[config.mk]
export PLATFORM = sky130hd
export DESIGN_NAME = bar_renderer
export DESIGN_NICKNAME = d
export VERILOG_FILES = /design/src/audio_pkg.sv /design/src/video_pkg.sv /design/src/bar_renderer.sv
export VERILOG_INCLUDE_DIRS = /design/src
export SDC_FILE = /design/constraint.sdc
export NUM_CORES = 1
export LEC_CHECK = 0
export BUFFER_PORTS_ARGS = -buffer_cell sky130_fd_sc_hd__buf_2
export CORE_UTILIZATION = 47
export CTS_CLUSTER_SIZE = 28
export DETAILED_ROUTE_END_ITERATION = 8
export PLACE_DENSITY = 0.92
export SYNTH_ARGS = -nofsm -noshare
export SYNTH_HDL_FRONTEND = slang
export SYNTH_SLANG_ARGS = --single-unit
[constraint.sdc]
create_clock -name clk -period 1.1 [get_ports clk]
set_input_delay 0.275 -clock clk [delete_from_list [all_inputs] [get_ports clk]]
set_output_delay 0.275 -clock clk [all_outputs]
set_load 0.01 [all_outputs]
[src/spectrum_macros.svh]
`ifndef SPECTRUM_MACROS_SVH
`define SPECTRUM_MACROS_SVH

// ----------------------------------------
// Screen layout
// ----------------------------------------
`define SCREEN_WIDTH    640
`define SCREEN_HEIGHT   480
`define W_COLOR         4       // Bits per colour channel

// ----------------------------------------
// Analyzer setup
// ----------------------------------------
`define NUM_BANDS       12
`define WINDOW_LEN      1024    // Accepted samples per window
`define SAMPLE_RATE_HZ  8000    // Nominal rate of the req/ack source

// Band centre frequencies in Hz, lowest band first
`define BAND_FREQ_0     132
`define BAND_FREQ_1     152
`define BAND_FREQ_2     174
`define BAND_FREQ_3     200
`define BAND_FREQ_4     230
`define BAND_FREQ_5     264
`define BAND_FREQ_6     303
`define BAND_FREQ_7     348
`define BAND_FREQ_8     400
`define BAND_FREQ_9     458
`define BAND_FREQ_10    525
`define BAND_FREQ_11    600

`endif

[src/audio_pkg.sv]
`include "spectrum_macros.svh"

package audio_pkg;

    // Raw microphone sample, offset binary, 128 is silence
    typedef logic [7:0] mic_sample_t;

    // Sample with the offset removed
    // Also holds the product with a +1/-1 reference
    typedef logic signed [8:0] centered_t;

    // I or Q sum over one window, 1024 x 128 fits with margin
    typedef logic signed [19:0] accum_t;

    // Bar height in rows, 0 .. SCREEN_HEIGHT
    typedef logic [$clog2(`SCREEN_HEIGHT + 1)-1:0] level_t;

    // Samples per half period of a band reference
    typedef logic [7:0] period_t;

    // Four-phase receiver states
    typedef enum logic [1:0] {
        idle,           // Ack low, waiting for request
        hold,           // Sample just taken, strobe out
        wait_release    // Ack high until request drops
    } capture_state_t;

endpackage

[src/video_pkg.sv]
`include "spectrum_macros.svh"

package video_pkg;

    // Pixel position from the video timing source
    typedef logic [$clog2(`SCREEN_WIDTH)-1:0]  coord_x_t;
    typedef logic [$clog2(`SCREEN_HEIGHT)-1:0] coord_y_t;

    // 16-pixel wide column, x / 16
    typedef logic [$clog2(`SCREEN_WIDTH / 16)-1:0] column_t;

    // One colour channel
    typedef logic [`W_COLOR-1:0] color_t;

endpackage
[src/bar_renderer.sv]
`timescale 1ns/1ps
`include "spectrum_macros.svh"

module bar_renderer (
    input  logic                               clk,
    input  logic                               rst,
    input  video_pkg::coord_x_t                x,
    input  video_pkg::coord_y_t                y,
    input  audio_pkg::level_t [`NUM_BANDS-1:0] levels,
    output logic                               white
);
    import audio_pkg::*;
    import video_pkg::*;

    localparam int w_band = $clog2(`NUM_BANDS);

    column_t           column;
    logic [w_band-1:0] band_idx;
    logic              owned;
    level_t            band_level;
    coord_y_t          top_row;

    assign column = column_t'(x >> 4);  // 16-pixel columns

    // ----------------------------------------
    // Column decode
    // ----------------------------------------
    // Band b owns columns 3b+2 and 3b+3, one blank column between bars
    always_comb begin
        owned    = 1'b0;
        band_idx = '0;
        for (int b = 0; b < `NUM_BANDS; b++) begin
            if (column == column_t'(3 * b + 2) || column == column_t'(3 * b + 3)) begin
                owned    = 1'b1;
                band_idx = w_band'(b);
            end
        end
    end

    assign band_level = owned ? levels[band_idx] : '0;

    // First lit row of the bar, level never exceeds screen height
    assign top_row = coord_y_t'(`SCREEN_HEIGHT - band_level);

    // ----------------------------------------
    // Pixel output
    // ----------------------------------------
    always_ff @(posedge clk or posedge rst) begin
        if (rst) begin
            white <= 1'b0;
        end else begin
            white <= owned && (y >= top_row);  // Bars grow up from the bottom
        end
    end

endmodule

# After elaboration in Yosys (flattened, before gate mapping)

Index checks and enable logic that the tools add are counted.

Flip-flop bits (word level): 1
Bits in latches: 0
Memory bits (writable): 0
ROM bits: 0
Input port bits: 129
Logic and storage cells: 67
Memories kept: 0

Add/sub/neg operators: 1
Multiply operators: 0
Div/mod/pow operators: 0
Order comparisons: 2
Eq/ne operators: 24
Shifts and indexed selects: 0
Mux-type cells: 26
Bitwise logic cells: 0
Reductions and logical operators: 13

Operators with widths:

| kind                                                                   | number |
|---|---|
| 6-bit by 5-bit equality test with 1-bit output (second input constant) | 10 |
| 4-bit 2-to-1 mux                                                       | 10 |
| 9-bit binary-select mux with 4-bit select                              | 1 |
| 6-bit by 4-bit equality test with 1-bit output (second input constant) | 6 |
| 6-bit equality test (second input constant)                            | 4 |
| 9-bit 2-to-1 mux                                                       | 2 |
| 1-bit 2-to-1 mux                                                       | 13 |
| 6-bit by 2-bit equality test with 1-bit output (second input constant) | 2 |
| 6-bit by 3-bit equality test with 1-bit output (second input constant) | 2 |
| 1-bit logical OR                                                       | 12 |
| 9-bit greater-or-equal comparator                                      | 1 |
| 9-bit subtractor (first input constant)                                | 1 |
| 4-bit by 5-bit < comparator with 1-bit output (second input constant)  | 1 |
| 1-bit logical AND                                                      | 1 |

# Longest topological paths before layout

Depth after elaboration: 19
Mapped depth: 21
Mapped depth without buffers: 17

# Worst setup path after synthesis

No wires, ideal clock.

Path type: input port to flip-flop
Start: in x[4]
End: reg white
Arrival time: 3.781 ns
Data required time: 0.953 ns
Slack: -2.828 ns
Cell stages on the path: 21
Buffers on the path: 4
Cells stage by stage: buf_2 mux2_2 or3_1 nand3_1 buf_4 buf_2 buf_4 a211oi_1 o21ai_0 o211ai_1 ha_1 inv_1 ha_1 a21o_1 a21o_1 a21o_1 a21o_1 a21oi_1 nor2b_1 o21ai_0 a211oi_1

Word-level cells in the longest chain between the ends: 19
Elaborated cells between the ends (all ways): 65

Ends and longest elaborated chain:

| what                                           | RTL line           | RTL |
|---|---|---|
| start, declared                                | bar_renderer.sv:7  | `input video_pkg::coord_x_t x,` |
| 6-bit by 3-bit equality test with 1-bit output | bar_renderer.sv:33 | `if (column == column_t'(3 * b + 2) \|\| column == column_t'(3 * b + 3)) begin` |
| 1-bit logical OR                               | bar_renderer.sv:33 |  |
| 1-bit 2-to-1 mux                               | bar_renderer.sv:33 |  |
| 4-bit 2-to-1 mux (10 in series)                | bar_renderer.sv:33 |  |
| 9-bit binary-select mux with 4-bit select      | bar_renderer.sv:40 | `assign band_level = owned ? levels[band_idx] : '0;` |
| 9-bit 2-to-1 mux (not written as such)         | bar_renderer.sv:40 |  |
| 9-bit 2-to-1 mux                               | bar_renderer.sv:40 |  |
| 9-bit subtractor (no line)                     | n/a                |  |
| 9-bit greater-or-equal comparator              | bar_renderer.sv:52 | `white <= owned && (y >= top_row);` |
| 1-bit logical AND *                            | bar_renderer.sv:52 |  |
| end signal, assigned                           | bar_renderer.sv:52 |  |
| end, declared                                  | bar_renderer.sv:10 | `output logic white` |

Mark *: on every way between the ends. The rest lies on a longest branch, timed or not. The select of a mux whose other input is x is not followed.

# Worst setup path after layout

Same ends and word-level chain as after synthesis.

==> results.toml <==
[sta]
worst-slew-pin-transition_ns = 0.6311
final.setup.worst_slack_ns = -3.022
hold_slack_ns = 0.1151
headroom_to_the_max_slew_limit = 0.5760
max_frequency_mhz = 242.6
layout_worst_path_cycle_share = 3.747
slew_violations = 0
final_hold_fails = 0
setup_viol = 1
final.min_clock_period_ns = 4.122
grt_setup_unrepaired = "yes"

[synth]
yosys_most_used_dff = "dfrtp_1"
post_synth_mux_area_share = 0.2057
synthTopCellsByArea = "mux2i_1, nand2_1, ha_1"
ys_async_sr_fraction = 1.000
synth_seq_area_share = 0.01306
synth-seq-cells = 1
number_of_flops_mapped_to_enable_cells_by_yosys = 0
synthCells = 271
avgSynthCellArea_um2 = 7.069
area_fraction_in_compound_gates_after_synthesis = 0.3155
yosys.area_share.adder = 0.06532
yosysTopAreaCell = "mux2i_1"
yosysTopAreaCellShare = 0.1881
synth.yosys.warnings = 0
yosys.cell_types.count = 52
synth-xor-area-share = 0.04115
synth_fp_nets = 410
synth-simple-area-share = 0.2802
syn-cell-area_mm2 = 0.001916
main_combinational_cell_family_by_area_after_synthesis = "compound AO/OA/AOI/OAI gates"

[final_layout]
antenna_cells = 0
number_of_flip_flops_under_the_largest_register_name = 1
fillerInstances = 186
final_cell_mix = "buf_2, buf_4, nand2_1"
largest_reg_by_ff_count = "white"
final_layout_size_suffix_gt1_frac = 0.5067
final_core_util = 0.8573
multiInputGateArea_mm2 = 0.001844
final_nets = 589
reg.largest.list = "white (1)"
final_cell_count_no_fill = 496
layout.area.seq_um2 = 25.02
layout_commonest_cell = "buf_2"
area_delta_synth_final_pct = 68.78

[power_and_ir_drop]
p_leak_nw = 1.684
irDropWorstVdd_mv = 0.3155
post-layout-total-power_mw = 1.847
p_per_area_mw_per_mm2 = 571.3

[status]
run_status = "finished with violations"
failing_checks = "negative setup slack"

[floorplanning]
die_h_um = 65.84
initial_core_util = 0.5080
area_of_the_core_mm2 = 0.003771
die_footprint_mm2 = 0.004335
die_width_um = 65.84
rows = 22
io_pins = 130

[cts]
postCtsHoldBufs = 0
clk_transition_reported_paths_ns = 0

[min_path]
hold_class = "in2async"

[route]
detail_route.wirelength_mm = 10.68
wl_per_cell_um = 21.52
firstDrtPassIters = 9
drt_first_iter_violations = 417
drt_drc_violations_left = 0
drt.antenna.violating_nets = 0
drt-vias-per-instance = 6.855
num_vias = 3400

[setup_path]
worst-endpoint-required_ns = 0.97
critical_path.n_buffers_inverters = 4
crit_path_start = "x[4]"
worst_setup_path_endpoint = "white$_DFF_PP0_"
critPathMaxFanout = 14
critPathKind = "in2reg"
endpoint_kind = "flip-flop"
crit_path_cell_trace = "buf_8, buf_4, nor2b_1, a211o_1, a211oi_2, a31oi_2, buf_4, a221oi_1, o211ai_1, ha_2, inv_2, ha_1, a21o_1, a21o_1, a21o_1, a21o_1, a21oi_2, nor2b_1, o21ai_1, a211oi_1"
slowest_cell_on_crit_path = "ha_2"
critical_path_depth = 20
worst_path_most_repeated_cell = "a21o_1"
critical_path.top_delay_family = "compound AO/OA/AOI/OAI gates"
worst_setup_path_start_kind = "input pin"
worstPathArrival_ns = 3.99
slowest_delay_ns = 0.38

[job]
max_cap_violations = 0

[grt]
maximum_number_of_pins_on_one_net_before_global_route_repair = 16
grt_pass1_vias = 3100
grt.total_usage = 0.4117
global_route.overflow_total = 0
antenna_found_initial = 0
first_pass_grt_wire_length_mm = 13.93

[placed_design]
placedCellCount = 488
io_buffers = 125
place_worst_setup_slack_ns = -2.767
detailed_place_hpwl_mm = 7.016
routabilityCongestion = 0.9200
## Yosys cell counts (4+ instances only)
| library cell | number |
|---|---|
| and4_1 | 5 |
| mux2i_1 | 36 |
| or3_1 | 5 |
| clkbuf_1 | 10 |
| a32oi_1 | 10 |
| a221oi_1 | 6 |
| nand2b_1 | 7 |
| o21ai_0 | 10 |
| a21oi_1 | 9 |
| nand4_1 | 4 |
| nand2_1 | 37 |
| a21o_1 | 6 |
| nor2_1 | 14 |
| a211oi_1 | 7 |
| nor3_1 | 5 |
| buf_2 | 7 |
| nand3_1 | 7 |
| ha_1 | 10 |
| inv_1 | 10 |
| xnor2_1 | 7 |
| nor2b_1 | 5 |
| a31oi_1 | 5 |
| o211ai_1 | 4 |
## through the flow
| stage | setup TNS [ns] | instance area [um2] |
|---|---|---|
| after floorplan | -2.546 | 2004 |
| after global placement | -2.545 | 3050 |
| after detailed placement | -2.767 | 3050 |
| after CTS | -2.673 | 3142 |
| after global routing | -3.174 | 3233 |
| final | -3.022 | 3233 |
## power by group
| group | total, mW | internal [mW] | leakage (nW) | switching [mW] |
|---|---|---|---|---|
| Sequential | 0.0422 | 0.0411 | 0.0138 | 0.00109 |
| Clock | 0 | 0 | 0 | 0 |
| Combinational | 1.80 | 0.891 | 1.67 | 0.913 |
| Total | 1.85 | 0.933 | 1.68 | 0.914 |
## worst min path at each step
| stage | start | depth (start not counted) | endpoint | slack (ns) |
|---|---|---|---|---|
| detailed placement | rst | 2 | white$_DFF_PP0_ | 0.11 |
| global placement | rst | 2 | white$_DFF_PP0_ | 0.11 |
| global route | rst | 2 | white$_DFF_PP0_ | 0.13 |
| CTS | rst | 2 | white$_DFF_PP0_ | 0.11 |
| floorplan | rst | 1 | white$_DFF_PP0_ | 0.004 |
| finish | rst | 2 | white$_DFF_PP0_ | 0.12 |
## layout make-up
| type | instances | share of cell area |
|---|---|---|
| well taps | 48 | 0.01858 |
| inverters | 11 | 0.01277 |
| flip-flops and latches | 1 | 0.007740 |
| repair buffers | 199 | 0.3905 |
| multi-input cells | 237 | 0.5704 |
## repair_timing
item,CTS,global route
buffers inserted,3,5
pin swaps,7,12
gates resized for setup,15,16
endpoints found under the setup margin,1,1
## cells by family after synthesis
logic type | Yosys count
AO/OA/AOI/OAI | 76
XOR/XNOR | 9
adder cells (fa/ha/maj) | 10
buffers and inverters | 33
flip-flops | 1
multiplexers | 39
AND/OR/NAND/NOR | 103
## layer usage
layer,vias up,GRT usage,part of all wire
li1,1388,-,-
met1,1521,0.4167,0.32
met2,351,0.7385,0.47
met3,140,0.1017,0.11
met4,0,0.2717,0.096
met5,-,0,0
No activity file was read; power rests on OpenSTA's default activity.
