<file path="config.mk">
export PLATFORM = sky130hd
export DESIGN_NAME = band_converter
export DESIGN_NICKNAME = d
export VERILOG_FILES = /design/src/audio_pkg.sv /design/src/band_converter.sv
export VERILOG_INCLUDE_DIRS = /design/src
export SDC_FILE = /design/constraint.sdc
export NUM_CORES = 1
export LEC_CHECK = 0
export BUFFER_PORTS_ARGS = -buffer_cell sky130_fd_sc_hd__buf_2
export CAP_MARGIN = 15
export CELL_PAD_IN_SITES_DETAIL_PLACEMENT = 1
export CELL_PAD_IN_SITES_GLOBAL_PLACEMENT = 1
export CORE_ASPECT_RATIO = 1.5
export CORE_MARGIN = 2
export CORE_UTILIZATION = 48
export CTS_CLUSTER_SIZE = 30
export DETAILED_ROUTE_END_ITERATION = 12
export MAX_ROUTING_LAYER = met4
export PLACE_DENSITY = 0.81
export SETUP_SLACK_MARGIN = 0.3
export SYNTH_ARGS = -nofsm -noshare
export SYNTH_HDL_FRONTEND = slang
export SYNTH_SLANG_ARGS = --single-unit
</file>
<file path="constraint.sdc">
create_clock -name clk -period 5.5 [get_ports clk]
set_input_delay 0.825 -clock clk [delete_from_list [all_inputs] [get_ports clk]]
set_output_delay 0.825 -clock clk [all_outputs]
set_load 0.02 [all_outputs]
</file>
<file path="src/spectrum_macros.svh">
`ifndef SPECTRUM_MACROS_SVH
`define SPECTRUM_MACROS_SVH

// ----------------------------------------
// Screen layout
// ----------------------------------------
`define SCREEN_WIDTH    640
`define SCREEN_HEIGHT   480
`define W_COLOR         4       // Bits per colour channel

// ----------------------------------------
// Analyzer setup
// ----------------------------------------
`define NUM_BANDS       12
`define WINDOW_LEN      1024    // Accepted samples per window
`define SAMPLE_RATE_HZ  8000    // Nominal rate of the req/ack source

// Band centre frequencies in Hz, lowest band first
`define BAND_FREQ_0     132
`define BAND_FREQ_1     152
`define BAND_FREQ_2     174
`define BAND_FREQ_3     200
`define BAND_FREQ_4     230
`define BAND_FREQ_5     264
`define BAND_FREQ_6     303
`define BAND_FREQ_7     348
`define BAND_FREQ_8     400
`define BAND_FREQ_9     458
`define BAND_FREQ_10    525
`define BAND_FREQ_11    600

`endif

</file>
<file path="src/audio_pkg.sv">
`include "spectrum_macros.svh"

package audio_pkg;

    // Raw microphone sample, offset binary, 128 is silence
    typedef logic [7:0] mic_sample_t;

    // Sample with the offset removed
    // Also holds the product with a +1/-1 reference
    typedef logic signed [8:0] centered_t;

    // I or Q sum over one window, 1024 x 128 fits with margin
    typedef logic signed [19:0] accum_t;

    // Bar height in rows, 0 .. SCREEN_HEIGHT
    typedef logic [$clog2(`SCREEN_HEIGHT + 1)-1:0] level_t;

    // Samples per half period of a band reference
    typedef logic [7:0] period_t;

    // Four-phase receiver states
    typedef enum logic [1:0] {
        idle,           // Ack low, waiting for request
        hold,           // Sample just taken, strobe out
        wait_release    // Ack high until request drops
    } capture_state_t;

endpackage

</file>
<file path="src/band_converter.sv">
`timescale 1ns/1ps
`include "spectrum_macros.svh"

module band_converter #(
    parameter int band_freq = 440
) (
    input  logic                 clk,
    input  logic                 rst,
    input  logic                 sample_valid,
    input  audio_pkg::centered_t sample_data,
    output audio_pkg::level_t    level
);
    import audio_pkg::*;

    // Half period in samples, rounded to nearest
    localparam period_t half_period =
        period_t'((`SAMPLE_RATE_HZ + band_freq) / (2 * band_freq));
    localparam period_t quarter_period = period_t'(half_period >> 1);
    localparam period_t last_phase     = period_t'(2 * half_period - 1);
    localparam period_t q_neg_start    = period_t'(quarter_period + half_period);

    localparam int w_window  = $clog2(`WINDOW_LEN);
    localparam int w_acc     = $bits(accum_t);
    localparam int mag_shift = 8;

    period_t             phase;         // Position inside one full period
    logic [w_window-1:0] sample_cnt;
    accum_t              acc_i;
    accum_t              acc_q;
    logic                ref_i_neg;
    logic                ref_q_neg;
    centered_t           prod_i;
    centered_t           prod_q;
    accum_t              sum_i;
    accum_t              sum_q;
    logic                last_sample;

    logic [w_acc-1:0]         mag_i;
    logic [w_acc-1:0]         mag_q;
    logic                     stage1_valid;
    logic [w_acc:0]           est;
    logic                     stage2_valid;
    logic [w_acc-mag_shift:0] est_scaled;

    // ----------------------------------------
    // Quadrature mixer
    // ----------------------------------------
    assign ref_i_neg = (phase >= half_period);
    assign ref_q_neg = (phase < quarter_period) || (phase >= q_neg_start);  // I delayed by 1/4

    assign prod_i = ref_i_neg ? -sample_data : sample_data;
    assign prod_q = ref_q_neg ? -sample_data : sample_data;

    assign sum_i = acc_i + accum_t'(prod_i);    // Sign extended
    assign sum_q = acc_q + accum_t'(prod_q);

    assign last_sample = sample_valid && (sample_cnt == w_window'(`WINDOW_LEN - 1));

    // ----------------------------------------
    // Window integrator
    // ----------------------------------------
    always_ff @(posedge clk or posedge rst) begin
        if (rst) begin
            phase        <= '0;
            sample_cnt   <= '0;
            acc_i        <= '0;
            acc_q        <= '0;
            stage1_valid <= 1'b0;
            stage2_valid <= 1'b0;
        end else begin
            stage1_valid <= last_sample;
            stage2_valid <= stage1_valid;
            if (last_sample) begin
                // Final sums go to the magnitude pipeline, next window starts clean
                phase      <= '0;
                sample_cnt <= '0;
                acc_i      <= '0;
                acc_q      <= '0;
            end else if (sample_valid) begin
                phase      <= (phase == last_phase) ? '0 : phase + 1'b1;
                sample_cnt <= sample_cnt + 1'b1;
                acc_i      <= sum_i;
                acc_q      <= sum_q;
            end
        end
    end

    // ----------------------------------------
    // Magnitude estimate, max + min/2
    // ----------------------------------------
    always_ff @(posedge clk) begin
        if (last_sample) begin
            mag_i <= sum_i[w_acc-1] ? -sum_i : sum_i;
            mag_q <= sum_q[w_acc-1] ? -sum_q : sum_q;
        end
        if (stage1_valid) begin
            est <= (mag_i >= mag_q) ? {1'b0, mag_i} + (mag_q >> 1)
                                    : {1'b0, mag_q} + (mag_i >> 1);
        end
    end

    assign est_scaled = est[w_acc:mag_shift];

    // Clip to screen height
    always_ff @(posedge clk or posedge rst) begin
        if (rst) begin
            level <= '0;
        end else if (stage2_valid) begin
            level <= (est_scaled > `SCREEN_HEIGHT) ? level_t'(`SCREEN_HEIGHT)
                                                   : level_t'(est_scaled);
        end
    end

endmodule

</file>
# [Yosys cells after proc, flatten, opt, wreduce, memory -nomap -nowiden]
# Cells that the tools add are included.
[totals] out_inout_bits=9 wordCells=46 ramBits=0 romBits=0 register_bits=130 memories=0 latchBits=0 inputBits=12
[classes] shifts=0 n_reduce_logical=3 div_mod_pow=0 muxes=15 bitwise_logic=0 eq_ne=2 mul=0 n_addsub=9 n_lt_le_gt_ge=5
[op_table] operator="2-to-1 mux 20 bit" n=4
[op_table] operator="adder 20 x 19 -> 21 bit" n=2
[op_table] operator="adder 20 x 9 -> 20 bit" n=2
[op_table] operator="negation 20 bit" n=2
[op_table] operator="2-to-1 mux 19 bit" n=2
[op_table] operator="2-to-1 mux 9 bit" n=3
[op_table] operator="2-to-1 mux 8 bit" n=3
[op_table] operator="2-to-1 mux 21 bit" n=1
[op_table] operator=">= comparator 20 bit" n=1
[op_table] operator="2-to-1 mux 10 bit" n=2
[op_table] operator=">= comparator 8 x 4 -> 1 bit, second input constant" n=2
[op_table] operator="> comparator 13 x 9 -> 1 bit, second input constant" n=1
[op_table] operator="adder 10 x 1 -> 10 bit, second input constant" n=1
[op_table] operator="== test 10 bit, second input constant" n=1
[op_table] operator="negation 9 bit" n=1
[op_table] operator="adder 8 x 1 -> 8 bit, second input constant" n=1
[op_table] operator="== test 8 x 5 -> 1 bit, second input constant" n=1
[op_table] operator="< comparator 8 x 3 -> 1 bit, second input constant" n=1
[op_table] operator="nonzero test 2 bit" n=1
[op_table] operator="logical AND 1 bit" n=1
[op_table] operator="logical OR 1 bit" n=1

# [Longest topological paths before layout]
[logic_depth] depth_word=6 ltp_mapped=19

# [Least setup slack after synthesis]
# Ideal clock, no wire load.
[synth_timing] path_kind="input -> register" start="in sample_data[1]" end="reg mag_i[3] (data pin)" stages=18 path_slack_ns=0.704 setup_ns=0.263 t_required_ns=5.237 arrival_time_ns=4.533 path_cell_list="inv_1 > ha_1 > nor3b_1 > nand2_1 > o31a_1 > xor2_1 > ha_1 > clkbuf_1 > a21o_1 > a21oi_1 > o22ai_1 > nor3_2 > o31ai_1 > o41a_1 > and2_1 > buf_2 > a31o_2 > xnor2_1"
[synth_between] elab_chain_len=5
[synth_rtl] item="from (decl)" line="band_converter.sv:10" text="input audio_pkg::centered_t sample_data,"
[synth_rtl] item="negation 9 bit" line="band_converter.sv:51" text="assign prod_i = ref_i_neg ? -sample_data : sample_data;"
[synth_rtl] item="2-to-1 mux 9 bit (*)" line="band_converter.sv:51"
[synth_rtl] item="adder 20 x 9 -> 20 bit (*)" line="band_converter.sv:54" text="assign sum_i = acc_i + accum_t'(prod_i);"
[synth_rtl] item="negation 20 bit" line="band_converter.sv:93" text="mag_i <= sum_i[w_acc-1] ? -sum_i : sum_i;"
[synth_rtl] item="2-to-1 mux 19 bit (*)" line="band_converter.sv:93"
[synth_rtl] item="to (signal assigned)" line="band_converter.sv:93"
[synth_rtl] item="to (decl)" line="band_converter.sv:38" text="logic [w_acc-1:0] mag_i;"
# Every way passes the cells marked *; elsewhere a longest branch is shown, timed or not.
# A chain may end at the register's enable or synchronous reset.

# [Final worst setup path]
[layout_timing] start="in sample_data[1]" end="reg mag_i[19] (data pin)"
[layout_between] elab_chain_len=4
[layout_rtl] item="negation 9 bit" line="band_converter.sv:51"
[layout_rtl] item="2-to-1 mux 9 bit (*)" line="band_converter.sv:51"
[layout_rtl] item="adder 20 x 9 -> 20 bit (*)" line="band_converter.sv:54"
[layout_rtl] item="negation 20 bit" line="band_converter.sv:93"
# Marks and branches as above.

==> impl_metrics.py <==
metrics = {
    "worst_setup_path": {
        "crit_end": "mag_i[19]",
        "r2r_cells": 14,
        "start_kind": "input port",
        "cp-end-kind": "flip-flop",
        "crit_arrival_ps": 4940,
        "path_class": "input port to flip-flop",
        "startpoint": "sample_data[1]",
        "r2r-end": "mag_q[18]",
        "rr_startpoint": "phase[4]",
        "required_ps": 5720,
        "r2r_slack_ps": 830,
        "path_max_fanout": 12,
    },
    "timing": {
        "relSlewSlack": 0.3026,
        "period_needed_ps": 4715,
        "finClkSkew_ps": 6.195,
        "drv_slew": 0,
        "setup_violations": 0,
        "fin_crit_sh": 0.8573,
        "worst_pin_slew_ps": 1037,
        "tns_ps": 0,
        "finalHoldViolCount": 0,
        "rsz0062_at_grt": "no",
        "max_freq_mhz": 212.1,
        "fin_ws_ps": 784.8,
    },
    "finish": {
        "regArea_mm2": 0.003318,
        "multi_input_area_mm2": 0.005642,
        "areaGrowthSynthToFinish_pct": 11.14,
        "fin_nets": 1104,
        "diodes": 0,
        "num-fill-cells": 2184,
        "drive_above_1_share": 0.09381,
        "final_area_mm2": 0.01030,
    },
    "clock_tree": {
        "postCtsSetupBuffers": 0,
        "cts_made_buffers": 17,
        "clkSlewWorstSetupHoldPaths_ps": 60,
        "clk_latency_ps": 430,
        "root_buffer": "clkbuf_16",
        "cts_max_path_buffers": 2,
        "hold_buffers": 0,
        "cts_resized": 0,
        "htreeDepth": 4,
        "clock_sinks": 122,
        "cts_tree": "done",
    },
    "logic_synthesis": {
        "syn_avg_cell_area_um2": 9.586,
        "synthCells": 967,
        "synth-async-reset-ratio": 0.5656,
        "synthFlopType": "dfrtp_1",
        "yosysSeqAreaShare": 0.3579,
        "synth-seq-cells": 122,
        "syn_area_mm2": 0.009270,
        "synth_warnings": 0,
        "syn_nets": 1082,
        "synth_cell_types": 83,
        "synth_edf_count": 53,
    },
    "floorplanning": {
        "rows": 62,
        "dieArea_mm2": 0.02046,
        "die_x_um": 117.5,
        "start_util": 0.4858,
        "design.core.area_mm2": 0.01908,
        "die_h_um": 174.2,
        "ios": 21,
    },
    "placed_design": {
        "place_ws_ps": -9.832,
        "dpl-instance-area_mm2": 0.009654,
        "finalWeightedCongestion": 0.8908,
        "port_buffers": 20,
        "post-dp-hpwl_um": 18000,
    },
    "grt": {
        "antenna_found_initial": 0,
        "grt_max_degree": 70,
        "grt_usage": 0.2571,
        "grt_pass1_wl_um": 41230,
        "grt_pass1_vias": 8364,
        "grt.overflow.total": 0,
    },
    "route": {
        "wl_per_cell_um": 19.48,
        "dr_total_vias": 7594,
        "first_pass_iters": 4,
        "drt_iter0_drc": 277,
        "routed_via_density": 6.037,
        "drt_wl_total_um": 24500,
        "route.antenna.remaining_nets": 0,
        "drc_errors": 0,
    },
    "power_and_ir_drop": {
        "power.total_mw": 6.964,
        "p_leak_nw": 4.458,
        "vdd_drop_max_v": 0.0003082,
        "power.density_mw_per_mm2": 675.9,
    },
    "status": {
        "outcome": "finished, final reports clean",
    },
    "hold_path": {
        "hp-class": "flip-flop to flip-flop",
        "hold_depth": 1,
    },
    "run": {
        "max-cap-violations": 0,
    },
}
cell families (layout without fill, tap and decap cells):
family	count (synthesis)	in the layout	share of synthesized area
xor gates and xnor gates	111	111	0.1064
buffers and inverters	85	120	0.03577
and+or+nand+nor	261	261	0.1385
adders and majority gates	103	103	0.1406
DFF	122	122	0.3579
muxes	4	4	0.004454
AOI/OAI and AO/OA	281	281	0.2164
registers in the layout (all words and copies together) (netlist names):
| register | flops |
|---|---|
| acc_i | 20 |
| acc_q | 20 |
| mag_i | 20 |
| mag_q | 20 |
| est | 13 |
| sample_cnt | 10 |
| level | 9 |
| phase | 8 |
| stage1_valid | 1 |
| stage2_valid | 1 |
synthesized netlist by cell type, types with 6 or more instances:
master | number | share of area
a211oi_1 | 7 | 0.0057
a21o_1 | 31 | 0.025
a21oi_1 | 59 | 0.032
a22o_1 | 20 | 0.019
a31oi_1 | 8 | 0.0054
buf_2 | 10 | 0.0054
clkbuf_1 | 15 | 0.0061
dfrtp_1 | 69 | 0.19
edfxtp_1 | 53 | 0.17
ha_1 | 101 | 0.14
inv_1 | 56 | 0.023
nand2_1 | 64 | 0.026
nand3_1 | 26 | 0.014
nand4_1 | 14 | 0.0094
nor2_1 | 83 | 0.034
nor2b_1 | 7 | 0.0047
nor3_1 | 20 | 0.011
o21a_1 | 12 | 0.0097
o21ai_0 | 43 | 0.023
o21ai_1 | 7 | 0.0038
o22a_1 | 6 | 0.0057
o2bb2ai_1 | 18 | 0.017
o31ai_1 | 14 | 0.011
xnor2_1 | 75 | 0.071
xor2_1 | 35 | 0.033
worst max-delay path, cell delays in order:
cell and delay (ps):
buf_2 120, inv_1 70, ha_1 190, nor3b_1 270, nand2_1 150, o31a_1 360
xor2_4 390, ha_1 350, and3_1 230, a21oi_1 180, o2bb2ai_1 230, a21oi_1 170
o2111ai_1 230, or3b_1 450, nor2b_1 290, nand3_1 120, nor4b_1 300
per-layer routing:
layer / global-route usage / vias up / wire length, µm
li1: - / 3601 / -
met1: 0.2646 / 3799 / 9520
met2: 0.4790 / 123 / 13420
met3: 0.03740 / 71 / 601
met4: 0.1180 / 0 / 956
met5: - / - / 0
layout make-up:
cell class              instances  area share
well taps                     256     0.03109
inverters                      58     0.02113
flip-flops and latches        122      0.3221
clock buffers                  24     0.05392
multi-input cells             760      0.5476
clock inverters                 8    0.007165
repair buffers                 30     0.01700
worst min-delay path by stage:
stage | startpoint | endpoint | slack, ps
floorplan | sample_cnt[8] | sample_cnt[8] | 440
global route | sample_cnt[4] | sample_cnt[4] | 490
detailed placement | sample_cnt[4] | sample_cnt[4] | 470
global placement | sample_cnt[8] | sample_cnt[8] | 450
finish | sample_cnt[4] | sample_cnt[4] | 470
CTS | sample_cnt[4] | sample_cnt[4] | 480
layout by cell type (no fill, tap or decap), drive strengths merged, types with 12 or more instances in the layout:
cell | netlist | final
ha | 101 | 101
nor2 | 83 | 83
xnor2 | 75 | 75
dfrtp | 69 | 69
nand2 | 64 | 64
inv | 58 | 60
a21oi | 59 | 59
edfxtp | 53 | 53
o21ai | 52 | 52
xor2 | 35 | 35
a21o | 31 | 31
buf | 12 | 30
nand3 | 26 | 26
clkbuf | 15 | 24
nor3 | 21 | 21
a22o | 20 | 20
o2bb2ai | 18 | 18
o31ai | 15 | 15
nand4 | 14 | 14
o21a | 12 | 12
per-stage QoR:
step,utilization,instances,hold WS (ps)
2_1_floorplan,-,967,438.8
3_3_place_gp,0.5059,1226,454.6
3_5_place_dp,0.5059,1226,466.0
4_1_cts,0.5389,1258,475.7
5_1_grt,0.5399,1258,486.8
6_report,0.5399,1258,471.5
report_power, final:
part | switching (mW) | total (mW) | internal, mW
clock network | 0.421 | 1.17 | 0.749
logic | 2.49 | 4.24 | 1.75
registers | 0.148 | 1.56 | 1.41
total | 3.06 | 6.96 | 3.90
(Power assumes the default switching activity.)
