==> config.mk <==
export PLATFORM = sky130hd
export DESIGN_NAME = sample_capture
export DESIGN_NICKNAME = d
export VERILOG_FILES = /design/src/audio_pkg.sv /design/src/sample_capture.sv
export VERILOG_INCLUDE_DIRS = /design/src
export SDC_FILE = /design/constraint.sdc
export NUM_CORES = 1
export LEC_CHECK = 0
export ABC_AREA = 1
export ABC_CLOCK_PERIOD_IN_PS = 1900
export BUFFER_PORTS_ARGS = -buffer_cell sky130_fd_sc_hd__clkbuf_2
export CAP_MARGIN = 5
export CELL_PAD_IN_SITES_DETAIL_PLACEMENT = 1
export CELL_PAD_IN_SITES_GLOBAL_PLACEMENT = 2
export CORE_MARGIN = 3
export CORE_UTILIZATION = 24
export DETAILED_ROUTE_END_ITERATION = 8
export PLACE_DENSITY = 0.77
export SYNTH_ARGS = -nofsm -noshare
export SYNTH_HDL_FRONTEND = slang
export SYNTH_SLANG_ARGS = --single-unit
==> constraint.sdc <==
create_clock -name clk -period 1.9 [get_ports clk]
set_input_delay 0.57 -clock clk [delete_from_list [all_inputs] [get_ports clk]]
set_output_delay 0.57 -clock clk [all_outputs]
set_load 0.03 [all_outputs]
==> src/spectrum_macros.svh <==
`ifndef SPECTRUM_MACROS_SVH
`define SPECTRUM_MACROS_SVH

// ----------------------------------------
// Screen layout
// ----------------------------------------
`define SCREEN_WIDTH    640
`define SCREEN_HEIGHT   480
`define W_COLOR         4       // Bits per colour channel

// ----------------------------------------
// Analyzer setup
// ----------------------------------------
`define NUM_BANDS       12
`define WINDOW_LEN      1024    // Accepted samples per window
`define SAMPLE_RATE_HZ  8000    // Nominal rate of the req/ack source

// Band centre frequencies in Hz, lowest band first
`define BAND_FREQ_0     132
`define BAND_FREQ_1     152
`define BAND_FREQ_2     174
`define BAND_FREQ_3     200
`define BAND_FREQ_4     230
`define BAND_FREQ_5     264
`define BAND_FREQ_6     303
`define BAND_FREQ_7     348
`define BAND_FREQ_8     400
`define BAND_FREQ_9     458
`define BAND_FREQ_10    525
`define BAND_FREQ_11    600

`endif

==> src/audio_pkg.sv <==
`include "spectrum_macros.svh"

package audio_pkg;

    // Raw microphone sample, offset binary, 128 is silence
    typedef logic [7:0] mic_sample_t;

    // Sample with the offset removed
    // Also holds the product with a +1/-1 reference
    typedef logic signed [8:0] centered_t;

    // I or Q sum over one window, 1024 x 128 fits with margin
    typedef logic signed [19:0] accum_t;

    // Bar height in rows, 0 .. SCREEN_HEIGHT
    typedef logic [$clog2(`SCREEN_HEIGHT + 1)-1:0] level_t;

    // Samples per half period of a band reference
    typedef logic [7:0] period_t;

    // Four-phase receiver states
    typedef enum logic [1:0] {
        idle,           // Ack low, waiting for request
        hold,           // Sample just taken, strobe out
        wait_release    // Ack high until request drops
    } capture_state_t;

endpackage

==> src/sample_capture.sv <==
`timescale 1ns/1ps

module sample_capture (
    input  logic                   clk,
    input  logic                   rst,
    input  audio_pkg::mic_sample_t mic,
    input  logic                   mic_req,
    output logic                   mic_ack,
    output logic                   sample_valid,
    output audio_pkg::centered_t   sample_data
);
    import audio_pkg::*;

    capture_state_t state;
    capture_state_t state_next;

    // ----------------------------------------
    // Four-phase handshake FSM
    // ----------------------------------------
    always_comb begin
        state_next = state;
        case (state)
            idle: begin
                if (mic_req) begin
                    state_next = hold;
                end
            end
            hold: begin
                // Hold lasts one cycle, so the strobe does too
                state_next = mic_req ? wait_release : idle;
            end
            wait_release: begin
                if (!mic_req) begin
                    state_next = idle;
                end
            end
            default: state_next = idle;
        endcase
    end

    always_ff @(posedge clk or posedge rst) begin
        if (rst) begin
            state <= idle;
        end else begin
            state <= state_next;
        end
    end

    assign mic_ack      = (state != idle);  // Straight from the state register
    assign sample_valid = (state == hold);

    // Take the sample on entry to hold
    always_ff @(posedge clk) begin
        if (state == idle && mic_req) begin
            sample_data <= $signed({1'b0, mic}) - 9'sd128;  // Remove offset
        end
    end

endmodule

### After elaboration in Yosys (flattened, before gate mapping)

Cells that the tools add are included.

* shift-type cells: 0
* $lt $le $gt $ge: 0
* equality and inequality tests: 4
* multiply operators: 0
* bitwise gates (word level): 0
* multiplexer cells: 4
* add/subtract/negate cells: 1
* div/mod/pow operators: 0
* reduce and logical (&&, ||, !) cells: 4

Operators with widths (number)
* 8-bit by 8-bit subtractor with 9-bit output, second input constant: 1
* 2-bit two-way mux: 3
* 2-bit case mux with 3 select lines: 1
* 2-bit != test, second input constant: 2
* 2-bit by 1-bit == test with 1-bit output, second input constant: 1
* 2-bit == test, second input constant: 1
* 2-bit logical NOT: 1
* 2-bit AND reduction: 1
* 2-bit nonzero test: 1
* 1-bit logical AND: 1

* logic and storage cells: 15
* memory bits (read-only): 0
* output and inout bits: 11
* input port bits: 11
* bits in latches: 0
* RAM bits: 0
* memories kept: 0
* bits in registers: 11

### Depth between registers and ports, before layout

Gate-level depths: netlist of the first run.

* depth in word-level cells: 3
* depth in mapped cells: 3
* mapped depth without buffers: 3

### Worst setup path before layout of the first run

No wires, ideal clock.

* path kind: reg2out
* start: register state[1]
* end: output sample_valid
* path slack: 0.524 ns
* path buffers: 0
* data required time: 1.330 ns
* stages on the path, launching flop included: 2
* data arrival time: 0.806 ns
* cell sequence: dfrtp_1 nor2_1

* cells in the longest elaborated chain, start to end: 1

Ends and longest elaborated chain
* start, declared: line sample_capture.sv:14 `capture_state_t state;`
* start signal, assigned: line sample_capture.sv:43 `state <= idle;`
* start signal, assigned: line sample_capture.sv:45 `state <= state_next;`
* 2-bit by 1-bit == test with 1-bit output: line sample_capture.sv:50 `assign sample_valid = (state == hold);`
* end, declared: line sample_capture.sv:9 `output logic sample_valid,`

No other way between the ends.

### Final worst setup path of the first run

* start: register state[0]
* end: output mic_ack

* cells in the longest elaborated chain, start to end: 1

Ends and longest elaborated chain
* 2-bit nonzero test: line sample_capture.sv:49 `assign mic_ack = (state != idle);`
* end, declared: line sample_capture.sv:8 `output logic mic_ack,`

No other way between the ends.

==> flow_results.org, run 1 <==
** Outcome
- The run finished with clean final reports.

** STA
- Tightest hold margin :: 0.131 ns
- Sum of negative setup slack :: 0 ns
- Setup repair after global routing left no endpoint under its margin.
- Derived from the worst setup path, the maximum achievable clock frequency is 625 MHz.
- At the pin with the least slew margin, the transition time is 0.175 ns.
- The total count of hold-check failures in the final report came to 0.
- Minimum clock period :: 1.60 ns
- Worst slew margin :: 88.4%
- Setup violations remaining at the end of the flow were counted as 0.
- Period utilization :: 84.2%
- Number of pins with negative max-slew slack in the final report :: 0
- On the final layout, the worst clock skew is 0.00387 ns.

** Logic synthesis
- The Yosys step of the flow raised 0 warnings.
- Synthesized instance count :: 23
- The average instance in the mapped netlist occupies 15.0 um^2.
- Sequential share of the synthesized area :: 84.1%
- Yosys top cell area share :: 69.6%
- The number of different library cells used by synthesis comes to 8.
- Number of register bits inferred by synthesis :: 10
- When the netlist entered floorplanning its net count stood at 34.
- sky130_fd_sc_hd__edfxtp_1 takes more of the synthesized area than any other cell.
- Yosys attributes the largest share of cell area to sky130_fd_sc_hd__edfxtp_1, sky130_fd_sc_hd__dfrtp_1, sky130_fd_sc_hd__inv_1.
- Netlist Area Pre-Place :: 345 um^2

** Finish
- After the last flow step, the layout net total stands at 60.
- The post-route netlist has 56.3% of its cells at a drive strength greater than 1.
- Non-filler cells, final :: 63
- From synthesis to final layout, the design area changed by 43.5%.
- Measured on the finished design, the core utilization comes to 37.6%.
- 0 antenna diodes ended up in the layout.

** Worst setup path
- Peak per-stage delay on the critical path :: 0.40 ns
- STA puts the critical path data required time at 1.33 ns.
- CP endpoint kind :: output port
- The worst setup path is launched from a flip-flop.
- In this run the worst path has a maximum fanout of 3.
- Highest-delay cell along the critical path :: sky130_fd_sc_hd__dfrtp_1
- The setup path with the least slack is of type flip-flop to output port.
- Arr. time, crit path :: 1.03 ns
- Cell-by-cell trace of the critical path :: nor2_2 > inv_2 > clkbuf_2

** Placed design
- Final HPWL DP :: 604 um
- At the end of routability-driven placement, the weighted congestion stood at 0.678.
- Buffers placed on the I/O ports in this run total 21.
- After detailed placement, the design holds a cell count of 59.

** GRT
- Entering global routing, the biggest net connects 9 pins.
- GRT Resource Usage Total :: 8.70%
- The via count of the first global-routing pass was 250.
- The initial antenna violation count is 0.
- First-pass GRT wire length :: 1060 um
- GRT Residual Overflow :: 0

** CTS
- Postcts setup bufs :: 0
- For this design, the CTS-stage hold fixing added 0 buffers.
- No sink is reached through more buffers than the 2 on the longest clock path.
- The root buffer cell chosen for the clock tree is sky130_fd_sc_hd__clkbuf_4.
- TritonCTS built the clock tree.
- Insertion delay of the later-clocked pin in the worst-skew pair :: 0.26 ns
- Resized Gates After CTS :: 0
- Clock sinks :: 10
- # H-tree levels :: 1
- After clock tree synthesis, the clock-pin slew on the worst setup and hold paths is 0.06 ns.
- Total CTS buffers :: 3

** Floorplanning
- Number of placed I/O pins :: 22
- Number of rows in the core area :: 13
- In this run the standard cell core region covers 1320 um^2.
- Area of the die :: 1930 um^2
- From left edge to right edge, the die measures 43.9 um.
- The die is 43.9 um tall.
- For this configuration, the core starts out at a cell density of 26.2%.

** Min path
- The worst hold path belongs to the class input pin to async pin.

** Power and ir drop
- The analysis attributes to cell leakage a power of 0.000248 uW.
- The worst-case IR drop observed on VDD is 319 uV.
- Summing internal, switching and leakage power gives 511 uW.
- In this run the power density over the cells is 1030 nW/um^2.

** Routing
- In the routed layout, each cell is associated on average with a via count of 4.11.
- Average routed wire per standard cell :: 11.2 um
- Vias :: 259
- Number of design rule violations left after detail routing :: 0
- The first routing iteration left 4 violations.
- Total length of routed wires :: 707 um
- For this run, the detailed router's first-pass iteration total came to 4.
- Remaining antenna violation count after routing :: 0

** Run
- Number of max-cap violations :: 0
cell families (layout without fill, tap and decap cells):
family | Yosys count | count (layout) | share of synthesized area [%]
DFF | 10 | 10 | 84.1
and+or+nand+nor | 7 | 7 | 8.33
buffers and inverters | 6 | 31 | 7.61
final timing paths:
kind | startpoint | to | slack [ns] | cells after the start
min | rst | state[1] | 0.13 | 2
max | state[0] | mic_ack | 0.30 | 3
min in group clk | mic[2] | sample_data[2] | 0.48 | 1
max in group asynchronous | rst | state[0] | 1.66 | 2
max reg2reg | state[0] | sample_data[4] | 0.77 | 4
min reg2reg | state[0] | state[1] | 0.56 | 3
layer usage:
metal	routed length, um	vias up	GRT usage [%]
met2	299	21	11.9
met3	107	0	4.15
li1	-	122	-
met1	300	116	9.33
met4	0	0	9.04
met5	0	-	0
layout by cell type, fill, tap and decap left out:
master / instances
sky130_fd_sc_hd__inv_2: 1
sky130_fd_sc_hd__clkbuf_4: 3
sky130_fd_sc_hd__nand2_1: 2
sky130_fd_sc_hd__clkbuf_1: 1
sky130_fd_sc_hd__nor2_2: 1
sky130_fd_sc_hd__dfrtp_1: 2
sky130_fd_sc_hd__buf_4: 1
sky130_fd_sc_hd__clkbuf_2: 21
sky130_fd_sc_hd__inv_1: 4
sky130_fd_sc_hd__edfxtp_1: 8
sky130_fd_sc_hd__nor2_1: 4
synth_stat cells:
cell type	instances
sky130_fd_sc_hd__nand2_1	2
sky130_fd_sc_hd__nor2_1	4
sky130_fd_sc_hd__buf_4	1
sky130_fd_sc_hd__nor2_2	1
sky130_fd_sc_hd__inv_1	4
sky130_fd_sc_hd__dfrtp_1	2
sky130_fd_sc_hd__inv_2	1
sky130_fd_sc_hd__edfxtp_1	8
worst max-delay path, delay by kind of cell, from the launching register on:
| family | cells | cell delay, ns |
|---|---|---|
| flip-flops | 1 | 0.40 |
| buffers and inverters | 2 | 0.24 |
| AND/OR/NAND/NOR | 1 | 0.14 |
registers in the layout, indices dropped and copies added (netlist names):
register and cells:
sample_data 8, state 2
power by group:
| group | leakage (uW) | internal [uW] | switching, uW | total [uW] |
|---|---|---|---|---|
| sequential | 0.000101 | 259 | 7.71 | 266 |
| clock | 0.0000150 | 80.9 | 67.5 | 148 |
| combinational | 0.000131 | 28.4 | 67.4 | 95.8 |
cell type report:
class	count	area, um^2
multi-input combinational	7	28.8
inverter	5	18.8
fill	161	822
clock buffer	4	26.3
tap	15	18.8
sequential	10	290
timing repair buffer	22	113
per-stage QoR:
stage | worst slack [ns] | cell area, um^2
after floorplan | 0.524 | 345
after global placement | 0.585 | 469
final | 0.301 | 495
after detailed placement | 0.575 | 469
after global routing | 0.214 | 495
after CTS | 0.284 | 495
No activity file was read; power rests on OpenSTA's default activity.
==> run 2, diff against run 1 <==
--- a/config.mk
+++ b/config.mk
@@ -7,15 +7,15 @@
 export NUM_CORES = 1
 export LEC_CHECK = 0
 export ABC_AREA = 1
-export ABC_CLOCK_PERIOD_IN_PS = 1900
+export ABC_CLOCK_PERIOD_IN_PS = 1500
 export BUFFER_PORTS_ARGS = -buffer_cell sky130_fd_sc_hd__clkbuf_2
 export CAP_MARGIN = 5
 export CELL_PAD_IN_SITES_DETAIL_PLACEMENT = 1
 export CELL_PAD_IN_SITES_GLOBAL_PLACEMENT = 2
 export CORE_MARGIN = 3
-export CORE_UTILIZATION = 24
+export CORE_UTILIZATION = 22
 export DETAILED_ROUTE_END_ITERATION = 8
-export PLACE_DENSITY = 0.77
+export PLACE_DENSITY = 0.71
 export SYNTH_ARGS = -nofsm -noshare
 export SYNTH_HDL_FRONTEND = slang
 export SYNTH_SLANG_ARGS = --single-unit
==> constraint.sdc (replaced) <==
create_clock -name clk -period 1.5 [get_ports clk]
set_input_delay 0.45 -clock clk [delete_from_list [all_inputs] [get_ports clk]]
set_output_delay 0.45 -clock clk [all_outputs]
set_load 0.03 [all_outputs]
==> run 2 against run 1 <==
  * Critical path depth did not move
  * Die area grew 7.8%
  * Critical endpoint unchanged
  * Non-clock buffer count rose by 1
  * Register-to-register slack worse by 0.44 ns
  * Clock-buffer cell count unchanged
  * Via count up 1.9%
  * Hold slack worse by 0.11 ns
  * Cell area rose by 2.8%
==> flow_results.org, run 2 (same netlist as run 1, synthesis figures left out) <==
** Placed design
- Input/output buffers :: 21 (unchanged)
- The weighted congestion at the end of routability-driven global placement is 0.635 (was 0.678).
- The worst setup timing slack at the placement stage came to 0.293 ns (was 0.575 ns).
- The standard cell area after detailed placement is 469 um^2 (unchanged).
- # placed instances :: 59 (unchanged)
- Final HPWL DP :: 601 um (was 604 um)

** Worst setup path
- The largest driver fanout on the critical path is 3 (unchanged).
- Startpoint-to-endpoint class of the critical path :: flip-flop to output port (unchanged)
- Critical Path Start Type :: flip-flop (unchanged)
- Register-to-register path setup slack :: 0.33 ns (was 0.77 ns)
- Highest-delay cell along the critical path :: sky130_fd_sc_hd__dfrtp_1 (unchanged)
- The data arrival time of the worst path was 0.98 ns (was 1.03 ns).
- Cell-by-cell trace of the critical path: nor2_2 > inv_2 > buf_6 (was nor2_2 > inv_2 > clkbuf_2).
- R2r worst-path depth :: 4 (unchanged)
- Worst flop-to-flop path startpoint :: state[1] (was state[0])
- Worst reg2reg path endpoint :: sample_data[3] (was sample_data[4])
- The highest cell delay on the worst timing path came to 0.40 ns (about the same).
- The required arrival time at the worst endpoint was 1.05 ns (was 1.33 ns).
- The type of element capturing the critical path is an output port (unchanged).

** CTS
- The total clock sinks is 10 (unchanged).
- Clock buffer depth :: 2 (unchanged)
- The cell at the root of the clock tree was sky130_fd_sc_hd__clkbuf_4 (unchanged).
- The clock buffer count from CTS is 3 (unchanged).
- Clock-pin slew on the worst setup and hold paths :: 0.06 ns (about the same)
- CTS tree :: yes (unchanged)
- The clock latency of the later-clocked register in the worst-skew pair came to 0.26 ns (about the same).
- The maximum level of the CTS H-tree is 1 (unchanged).

** Power and ir drop
- The portion of total power attributed to combinational logic was 20.6% (was 18.8%).
- Total power divided by cell area :: 1300 nW/um^2 (was 1030 nW/um^2)
- The maximum VDD drop is 438 uV (was 319 uV).
- The overall power after layout came to 663 uW (was 511 uW).
- Net switching power figure :: 187 uW (was 143 uW)
- Part of the total power dissipated in sequential elements :: 51.0% (was 52.2%)
- Internal power :: 477 uW (was 368 uW)
- The cell leakage power is 0.000255 uW (was 0.000248 uW).
- Switching Share :: 28.1% (was 27.9%)
- The clock network fraction of total power is 28.4% (was 29.1%).

** Finish
- Share of post-route cells with drive strength above 1 :: 57.1% (was 56.3%)
- The most common library cell in the layout ignoring fill and taps is sky130_fd_sc_hd__clkbuf_2 (unchanged).
- Storage element area :: 290 um^2 (unchanged)
- Filler cells :: 166 (was 161)
- Number of nets in the final layout :: 61 (was 60)
- Area overhead of the layout relative to synthesis :: 47.5% (was 43.5%)
- Reg with most FFs :: sample_data (unchanged)
- Regs by FF count :: sample_data: 8 flops, state: 2 flops (unchanged)
- The flip-flop count of the largest register after layout was 8 (unchanged).
- Antenna cell count :: 0 (unchanged)
- The final standard cell count with taps included and fillers excluded came to 64 (was 63).
- Footprint of the multi-input gates :: 28.8 um^2 (unchanged)
- The final instance area was 509 um^2 (was 495 um^2).
- Highest-count cells in the layout ignoring fill and taps :: sky130_fd_sc_hd__clkbuf_2, sky130_fd_sc_hd__edfxtp_1, sky130_fd_sc_hd__inv_1, sky130_fd_sc_hd__nor2_1, sky130_fd_sc_hd__clkbuf_4 (unchanged)

** Routing
- The length of the first detailed-routing pass in iterations is 2 (was 4).
- The average wire length per cell after detail routing is 12.7 um (was 11.2 um).
- Remaining antenna violation count after routing :: 0 (unchanged)
- Via density :: 4.13 (was 4.11)
- The count of vias placed by the detailed router was 264 (was 259).
- Number of design rule violations left after detail routing :: 0 (unchanged)
- DRT iter0 DRCs :: 5 (was 4)
- Total length of routed wires :: 815 um (was 707 um)

** STA
- Timing would allow up to 697 MHz.
- Setup slack after layout :: 0.0659 ns (was 0.301 ns)
- Worst slew margin :: 88.3% (was 88.4%)
- For the finished layout, the period the worst path requires is 1.43 ns.
- The worst path uses 95.6% of the clock period.
- Clk_skew :: 0.0129 ns (was 0.00387 ns)
- Pin slew with the least headroom to its limit :: 0.176 ns (was 0.175 ns)
- Setup repair after global routing missed its margin: true (was false).
- The number of failing setup endpoints in the final timing report was 0 (unchanged).
- Number of pins with negative max-slew slack in the final report :: 0 (unchanged)
- Hold Vio Cnt, Final :: 0 (unchanged)

** GRT
- Grt met3 use :: 4.35% (was 4.15%)
- GRT Residual Overflow :: 0 (unchanged)
- Number of global-route vias before repair :: 261 (was 250)
- The initial antenna violation count is 0 (unchanged).
- Maximum number of pins on one net before global-route repair :: 9 (unchanged)
- Most Crowded Layer GR :: met2 (unchanged)
- The first-pass GRT wire length is 1140 um (was 1060 um).
- Met2 layer usage reported by global route :: 11.1% (was 11.9%)
- The total global routing track utilization is 8.74% (was 8.70%).
- Fraction of met1 tracks used by global routing :: 10.1% (was 9.33%)

** Floorplanning
- Floorplan die width :: 45.6 um (was 43.9 um)
- Area of the die :: 2080 um^2 (was 1930 um^2)
- The die height was 45.6 um (was 43.9 um).
- The number of placement rows is 13 (unchanged).
- The count of boundary I/O pins came to 22 (unchanged).
- The effective utilization at floorplan was 25.0% (was 26.2%).
- The area of the core came to 1380 um^2 (was 1320 um^2).

** Outcome
- Status: complete, no violations (unchanged).

** Run
- Number of max-cap violations :: 0 (unchanged)

** Min path
- Path class of the lowest-slack min-delay path :: input pin to async pin (unchanged)
run 2: cell count changes in the layout (fill, tap and decap cells not counted), sizes merged:
cell	change
buf	+2
clkbuf	-1
run 2: routing by layer:
metal  routed length, um  up-vias
met5                   0        -
met4                  10        0
met3                 125        2
met2                 325       19
met1                 353      120
li1                    -      123
run 2: what timing repair did:
item / in CTS / in global routing
endpoints found under the setup margin: 0 / 1
setup buffers: 0 / 1
hold buffers: 0 / 0
hold endpoints to repair: 0 / 0
gates resized for setup: 0 / 4
run 2: per-stage QoR:
step                      util [%]  setup TNS (ns)  hold slack (ns)
final                         36.8               0           0.0182
after global routing          36.8        -0.00931           0.0177
after CTS                     35.8               0          0.00825
after detailed placement      33.9               0            0.286
after global placement        33.9               0            0.284
after floorplan                  -               0            0.191
run 2: power groups by stage:
stage	logic, uW	clock network, uW	registers [uW]
floorplan	46.8	0	376
global placement	123	0	342
detailed placement	124	0	344
CTS	125	201	339
global route	147	217	341
finish	136	189	338
run 2: cell type report:
class	count	area share, %
clock buffer	4	5.16
inverter	5	3.69
multi-input combinational	7	5.65
sequential	10	57.0
tap	15	3.69
timing repair buffer	23	24.8
run 2: worst max path at each step:
stage / startpoint / end / slack [ns]
finish: state[1] / mic_ack / 0.07
global route: state[1] / mic_ack / -0.009
CTS: state[0] / mic_ack / 0.01
detailed placement: state[0] / mic_ack / 0.29
global placement: state[0] / mic_ack / 0.30
floorplan: state[0] / sample_data[0] / 0.13
run 2: critical path, delay by kind of cell, from the launching register on:
family | cells | cell delay, ns
DFF | 1 | 0.40
buffers and inverters | 2 | 0.19
and+or+nand+nor | 1 | 0.14
==> run 3, diff against run 2 <==
--- a/config.mk
+++ b/config.mk
@@ -6,16 +6,16 @@
 export SDC_FILE = /design/constraint.sdc
 export NUM_CORES = 1
 export LEC_CHECK = 0
-export ABC_AREA = 1
+export ABC_AREA = 0
 export ABC_CLOCK_PERIOD_IN_PS = 1500
 export BUFFER_PORTS_ARGS = -buffer_cell sky130_fd_sc_hd__clkbuf_2
 export CAP_MARGIN = 5
 export CELL_PAD_IN_SITES_DETAIL_PLACEMENT = 1
 export CELL_PAD_IN_SITES_GLOBAL_PLACEMENT = 2
 export CORE_MARGIN = 3
-export CORE_UTILIZATION = 22
+export CORE_UTILIZATION = 23
 export DETAILED_ROUTE_END_ITERATION = 8
-export PLACE_DENSITY = 0.71
+export PLACE_DENSITY = 0.72
 export SYNTH_ARGS = -nofsm -noshare
 export SYNTH_HDL_FRONTEND = slang
 export SYNTH_SLANG_ARGS = --single-unit
==> run 3 against run 2 <==
  * The flow now finishes with violations (setup timing)
  * Sequential power increased by 5%
  * Flip-flop and latch count unchanged
  * Utilization increased by 2.2 points
  * Critical path depth decreased by 1
  * Critical path type unchanged
  * Critical endpoint unchanged
==> flow_results.org, run 3 <==
** Finish
- Highest-count cells in the layout ignoring fill and taps :: sky130_fd_sc_hd__clkbuf_2, sky130_fd_sc_hd__edfxtp_1, sky130_fd_sc_hd__buf_4 (was sky130_fd_sc_hd__clkbuf_2, sky130_fd_sc_hd__edfxtp_1, sky130_fd_sc_hd__inv_1, sky130_fd_sc_hd__nor2_1, sky130_fd_sc_hd__clkbuf_4)
- Reg with most FFs :: sample_data (unchanged)
- Area overhead of the layout relative to synthesis :: 53.1% (was 47.5%)
- The fraction of layout cells with a size suffix above 1 came to 60.4% (was 57.1%).
- Antenna cell count :: 0 (unchanged)
- Share of the core filled with cells :: 39.0% (was 36.8%)
- The flip-flop count of the largest register after layout came to 8 (unchanged).
- The number of inserted filler cells in the final layout is 163 (was 166).
- Regs by FF count :: sample_data: 8 flops, state: 2 flops (unchanged)
- The net count reported at finish is 60 (was 61).
- Most common library cell in the layout ignoring fill and taps :: sky130_fd_sc_hd__clkbuf_2 (unchanged)

** STA
- Number of pins with negative max-slew slack in the final report :: 0 (unchanged)
- Period utilization :: 101% (was 95.6%)
- The final critical-path required period is 1.51 ns (was 1.43 ns).
- The normalized max-slew margin came to 87.0% (was 88.3%).
- Clk_skew :: 0.00476 ns (was 0.0129 ns)
- Pin slew with the least headroom to its limit :: 0.194 ns (was 0.176 ns)
- Hold Vio Cnt, Final :: 0 (unchanged)
- Setup repair after global routing missed its margin: true (unchanged).
- The number of failing setup endpoints in the final timing report was 1 (was 0).
- The fmax is 661 MHz (was 697 MHz).
- Setup slack after layout :: -0.0133 ns (was 0.0659 ns)

** CTS
- The clock buffer count from CTS was 3 (unchanged).
- CTS tree :: yes (unchanged)
- Clock-pin slew on the worst setup and hold paths :: 0.07 ns (was 0.06 ns)
- Root Buffer Master :: sky130_fd_sc_hd__clkbuf_4 (unchanged)
- Insertion delay of the later-clocked pin in the worst-skew pair :: 0.26 ns (about the same)
- The total clock sinks is 10 (unchanged).
- Hold_buf cts :: 0 (unchanged)
- Clock buffer depth :: 2 (unchanged)
- # H-tree levels :: 1 (unchanged)

** Logic synthesis
- Biggest area contributors in the synthesized netlist :: sky130_fd_sc_hd__edfxtp_1, sky130_fd_sc_hd__dfrtp_1, sky130_fd_sc_hd__inv_1 (unchanged)
- Commonest cells in the synthesized netlist: sky130_fd_sc_hd__edfxtp_1, sky130_fd_sc_hd__inv_1, sky130_fd_sc_hd__nor2_1 (unchanged).
- Synthesized Nets :: 31 (was 34)
- Netlist Area Pre-Place :: 344 um^2 (was 345 um^2)
- The post-synthesis sequential element count is 10 (unchanged).
- Number of different library cells in the post-synthesis netlist :: 8 (unchanged)
- The most frequent cell after synthesis is sky130_fd_sc_hd__edfxtp_1 (unchanged).
- The number of synthesized flops with an enable pin was 8 (unchanged).
- Yosys top cell area share :: 69.8% (was 69.6%)
- Synthesized instance count :: 20 (was 23)
- The count of yosys warnings during synthesis came to 0 (unchanged).
- The proportion of synthesized flip-flops having asynchronous set or reset is 20.0% (unchanged).
- The sequential fraction of the synthesis area was 84.4% (was 84.1%).
- Biggest area consumer among synthesized cells :: sky130_fd_sc_hd__edfxtp_1 (unchanged)
- Leading register cell type out of synthesis :: sky130_fd_sc_hd__edfxtp_1 (unchanged)
- Mean Syn Cell Area :: 17.2 um^2 (was 15.0 um^2)

** Run
- Number of max-cap violations :: 0 (unchanged)

** Worst setup path
- The type of element capturing the critical path was an output port (unchanged).
- The number of buffer and inverter stages on the critical path came to 1 (was 2).
- Startpoint-to-endpoint class of the critical path :: flip-flop to output port (unchanged)
- Category of cells accounting for the largest share of critical-path delay :: flip-flops (unchanged)
- The startpoint type of the worst setup path is a flip-flop (unchanged).
- The worst-path cell with the longest stage delay was sky130_fd_sc_hd__dfrtp_1 (unchanged).
- The data arrival time of the worst path came to 1.06 ns (was 0.98 ns).
- The required arrival time at the worst endpoint is 1.05 ns (about the same).
- The largest driver fanout on the critical path came to 3 (unchanged).
- Peak per-stage delay on the critical path :: 0.39 ns (was 0.40 ns)
- The slack of the worst reg-to-reg path was 0.16 ns (was 0.33 ns).
- Cell-by-cell trace of the critical path :: or2_4 > buf_8 (was nor2_2 > inv_2 > buf_6)

** GRT
- The initial antenna violation count is 0 (unchanged).
- The total global routing track utilization came to 10.5% (was 8.74%).
- Maximum number of pins on one net before global-route repair :: 9 (unchanged)
- The via count of the first global-routing pass is 280 (was 261).
- The total grt overflow came to 0 (unchanged).
- First-pass GRT wire length :: 1320 um (was 1140 um)

** Routing
- Via density :: 4.10 (was 4.13)
- The total wire length after detailed routing is 871 um (was 815 um).
- DRT iter0 DRCs :: 0 (was 5)
- The average wire length per cell after detail routing is 13.8 um (was 12.7 um).
- The residual DRC count is 0 (unchanged).
- The count of vias placed by the detailed router came to 258 (was 264).
- The length of the first detailed-routing pass in iterations came to 1 (was 2).
- The number of nets still failing antenna checks after routing was 0 (unchanged).

** Power and ir drop
- Clock network fraction of design power :: 24.2% (was 28.4%)
- Lkg Pwr :: 0.000258 uW (was 0.000255 uW)
- The net switching power is 243 uW (was 187 uW).
- The power share of the sequential group is 45.8% (was 51.0%).
- Internal power :: 533 uW (was 477 uW)
- The maximum VDD drop came to 619 uV (was 438 uV).
- Total power divided by cell area :: 1470 nW/um^2 (was 1300 nW/um^2)
- Share of total power in combinational logic :: 30.1% (was 20.6%)
- The switching portion of total power came to 31.4% (was 28.1%).

** Floorplanning
- The area of the core came to 1350 um^2 (was 1380 um^2).
- The die height is 44.7 um (was 45.6 um).
- The floorplan die width is 44.7 um (was 45.6 um).
- Area of the die :: 2000 um^2 (was 2080 um^2)
- Starting utilization of the core area :: 25.5% (was 25.0%)
- Number of placed I/O pins :: 22 (unchanged)
- The number of placement rows came to 13 (unchanged).

** Outcome
- Status :: finished with violations (was complete, no violations)
- The checks that failed: setup timing.

** Placed design
- The placed wire-length estimate after detailed placement is 682 um (was 601 um).
- The number of I/O port buffers came to 21 (unchanged).
- Worst setup slack after placement :: 0.209 ns (was 0.293 ns)
- The weighted congestion at the end of routability-driven global placement was 0.735 (was 0.635).

** Min path
- Path class of the lowest-slack min-delay path :: input pin to async pin (unchanged)
## run 3: changes by cell type after synthesis
cell | before | now
sky130_fd_sc_hd__nand2_1 | 2 | 0
sky130_fd_sc_hd__inv_1 | 4 | 3
sky130_fd_sc_hd__inv_2 | 1 | 0
sky130_fd_sc_hd__nor2_1 | 4 | 3
sky130_fd_sc_hd__nor2_2 | 1 | 0
sky130_fd_sc_hd__nor2b_1 | 0 | 1
sky130_fd_sc_hd__or2_4 | 0 | 1
sky130_fd_sc_hd__xnor2_1 | 0 | 1
## run 3: kinds of logic (layout without fill, tap and decap cells)
group | Yosys count | in the layout | synth area share, %
buffers and inverters | 4 | 32 | 5.46
flip-flops | 10 | 10 | 84.4
XOR/XNOR | 1 | 1 | 2.55
AND/OR/NAND/NOR | 5 | 5 | 7.64
## run 3: timing repair
item                       4_1_cts  5_1_grt
setup endpoints to repair        1        2
resized for setup                2        2
pin swaps                        1        1
buffers inserted                 3        0
## run 3: power groups by stage
stage / Clock [uW] / Combinational [uW] / Sequential (uW)
6_report: 188 / 233 / 355
5_1_grt: 215 / 247 / 359
4_1_cts: 202 / 230 / 356
3_5_place_dp: 0 / 188 / 364
3_3_place_gp: 0 / 180 / 360
2_1_floorplan: 0 / 80.1 / 408
## run 3: layout make-up
class,instances,area (um^2),share of cell area (%)
inverter,3,11.3,2.14
clock buffer,3,22.5,4.28
multi-input combinational,6,35.0,6.65
timing repair buffer,25,145,27.6
tap,15,18.8,3.56
clock inverter,1,3.75,0.713
sequential,10,290,55.1
## run 3: worst paths after layout
check	end	startpoint	depth (start not counted)
min reg2reg	state[0]	state[0]	3
min in group clk	sample_data[1]	mic[1]	1
max in group asynchronous	state[0]	rst	2
max reg2reg	sample_data[6]	state[0]	4
max	mic_ack	state[0]	2
min	state[1]	rst	2
## run 3: worst reg2reg max path: cells and delay by family, from the launching register on
family / cells / cell delay [ns]
and+or+nand+nor: 2 / 0.35
buffers and inverters: 2 / 0.31
DFF: 1 / 0.39
## run 3: routing by layer
metal	up-vias	track usage [%]	part of all wire (%)
li1	120	-	-
met1	117	7.87	32
met2	19	17.8	52
met3	2	6.91	15
met4	0	9.04	0.92
met5	-	0	0
## run 3: per-stage QoR
| step | setup TNS (ns) | area (um^2) | total power [uW] | std cells | hold slack (ns) |
|---|---|---|---|---|---|
| floorplan | 0 | 344 | 488 | 20 | 0.191 |
| global placement | 0 | 468 | 541 | 56 | 0.277 |
| detailed placement | 0 | 468 | 552 | 56 | 0.302 |
| CTS | -0.0523 | 526 | 788 | 63 | 0.00960 |
| global route | -0.0470 | 527 | 821 | 63 | 0.00906 |
| finish | -0.0133 | 527 | 776 | 63 | 0.0211 |
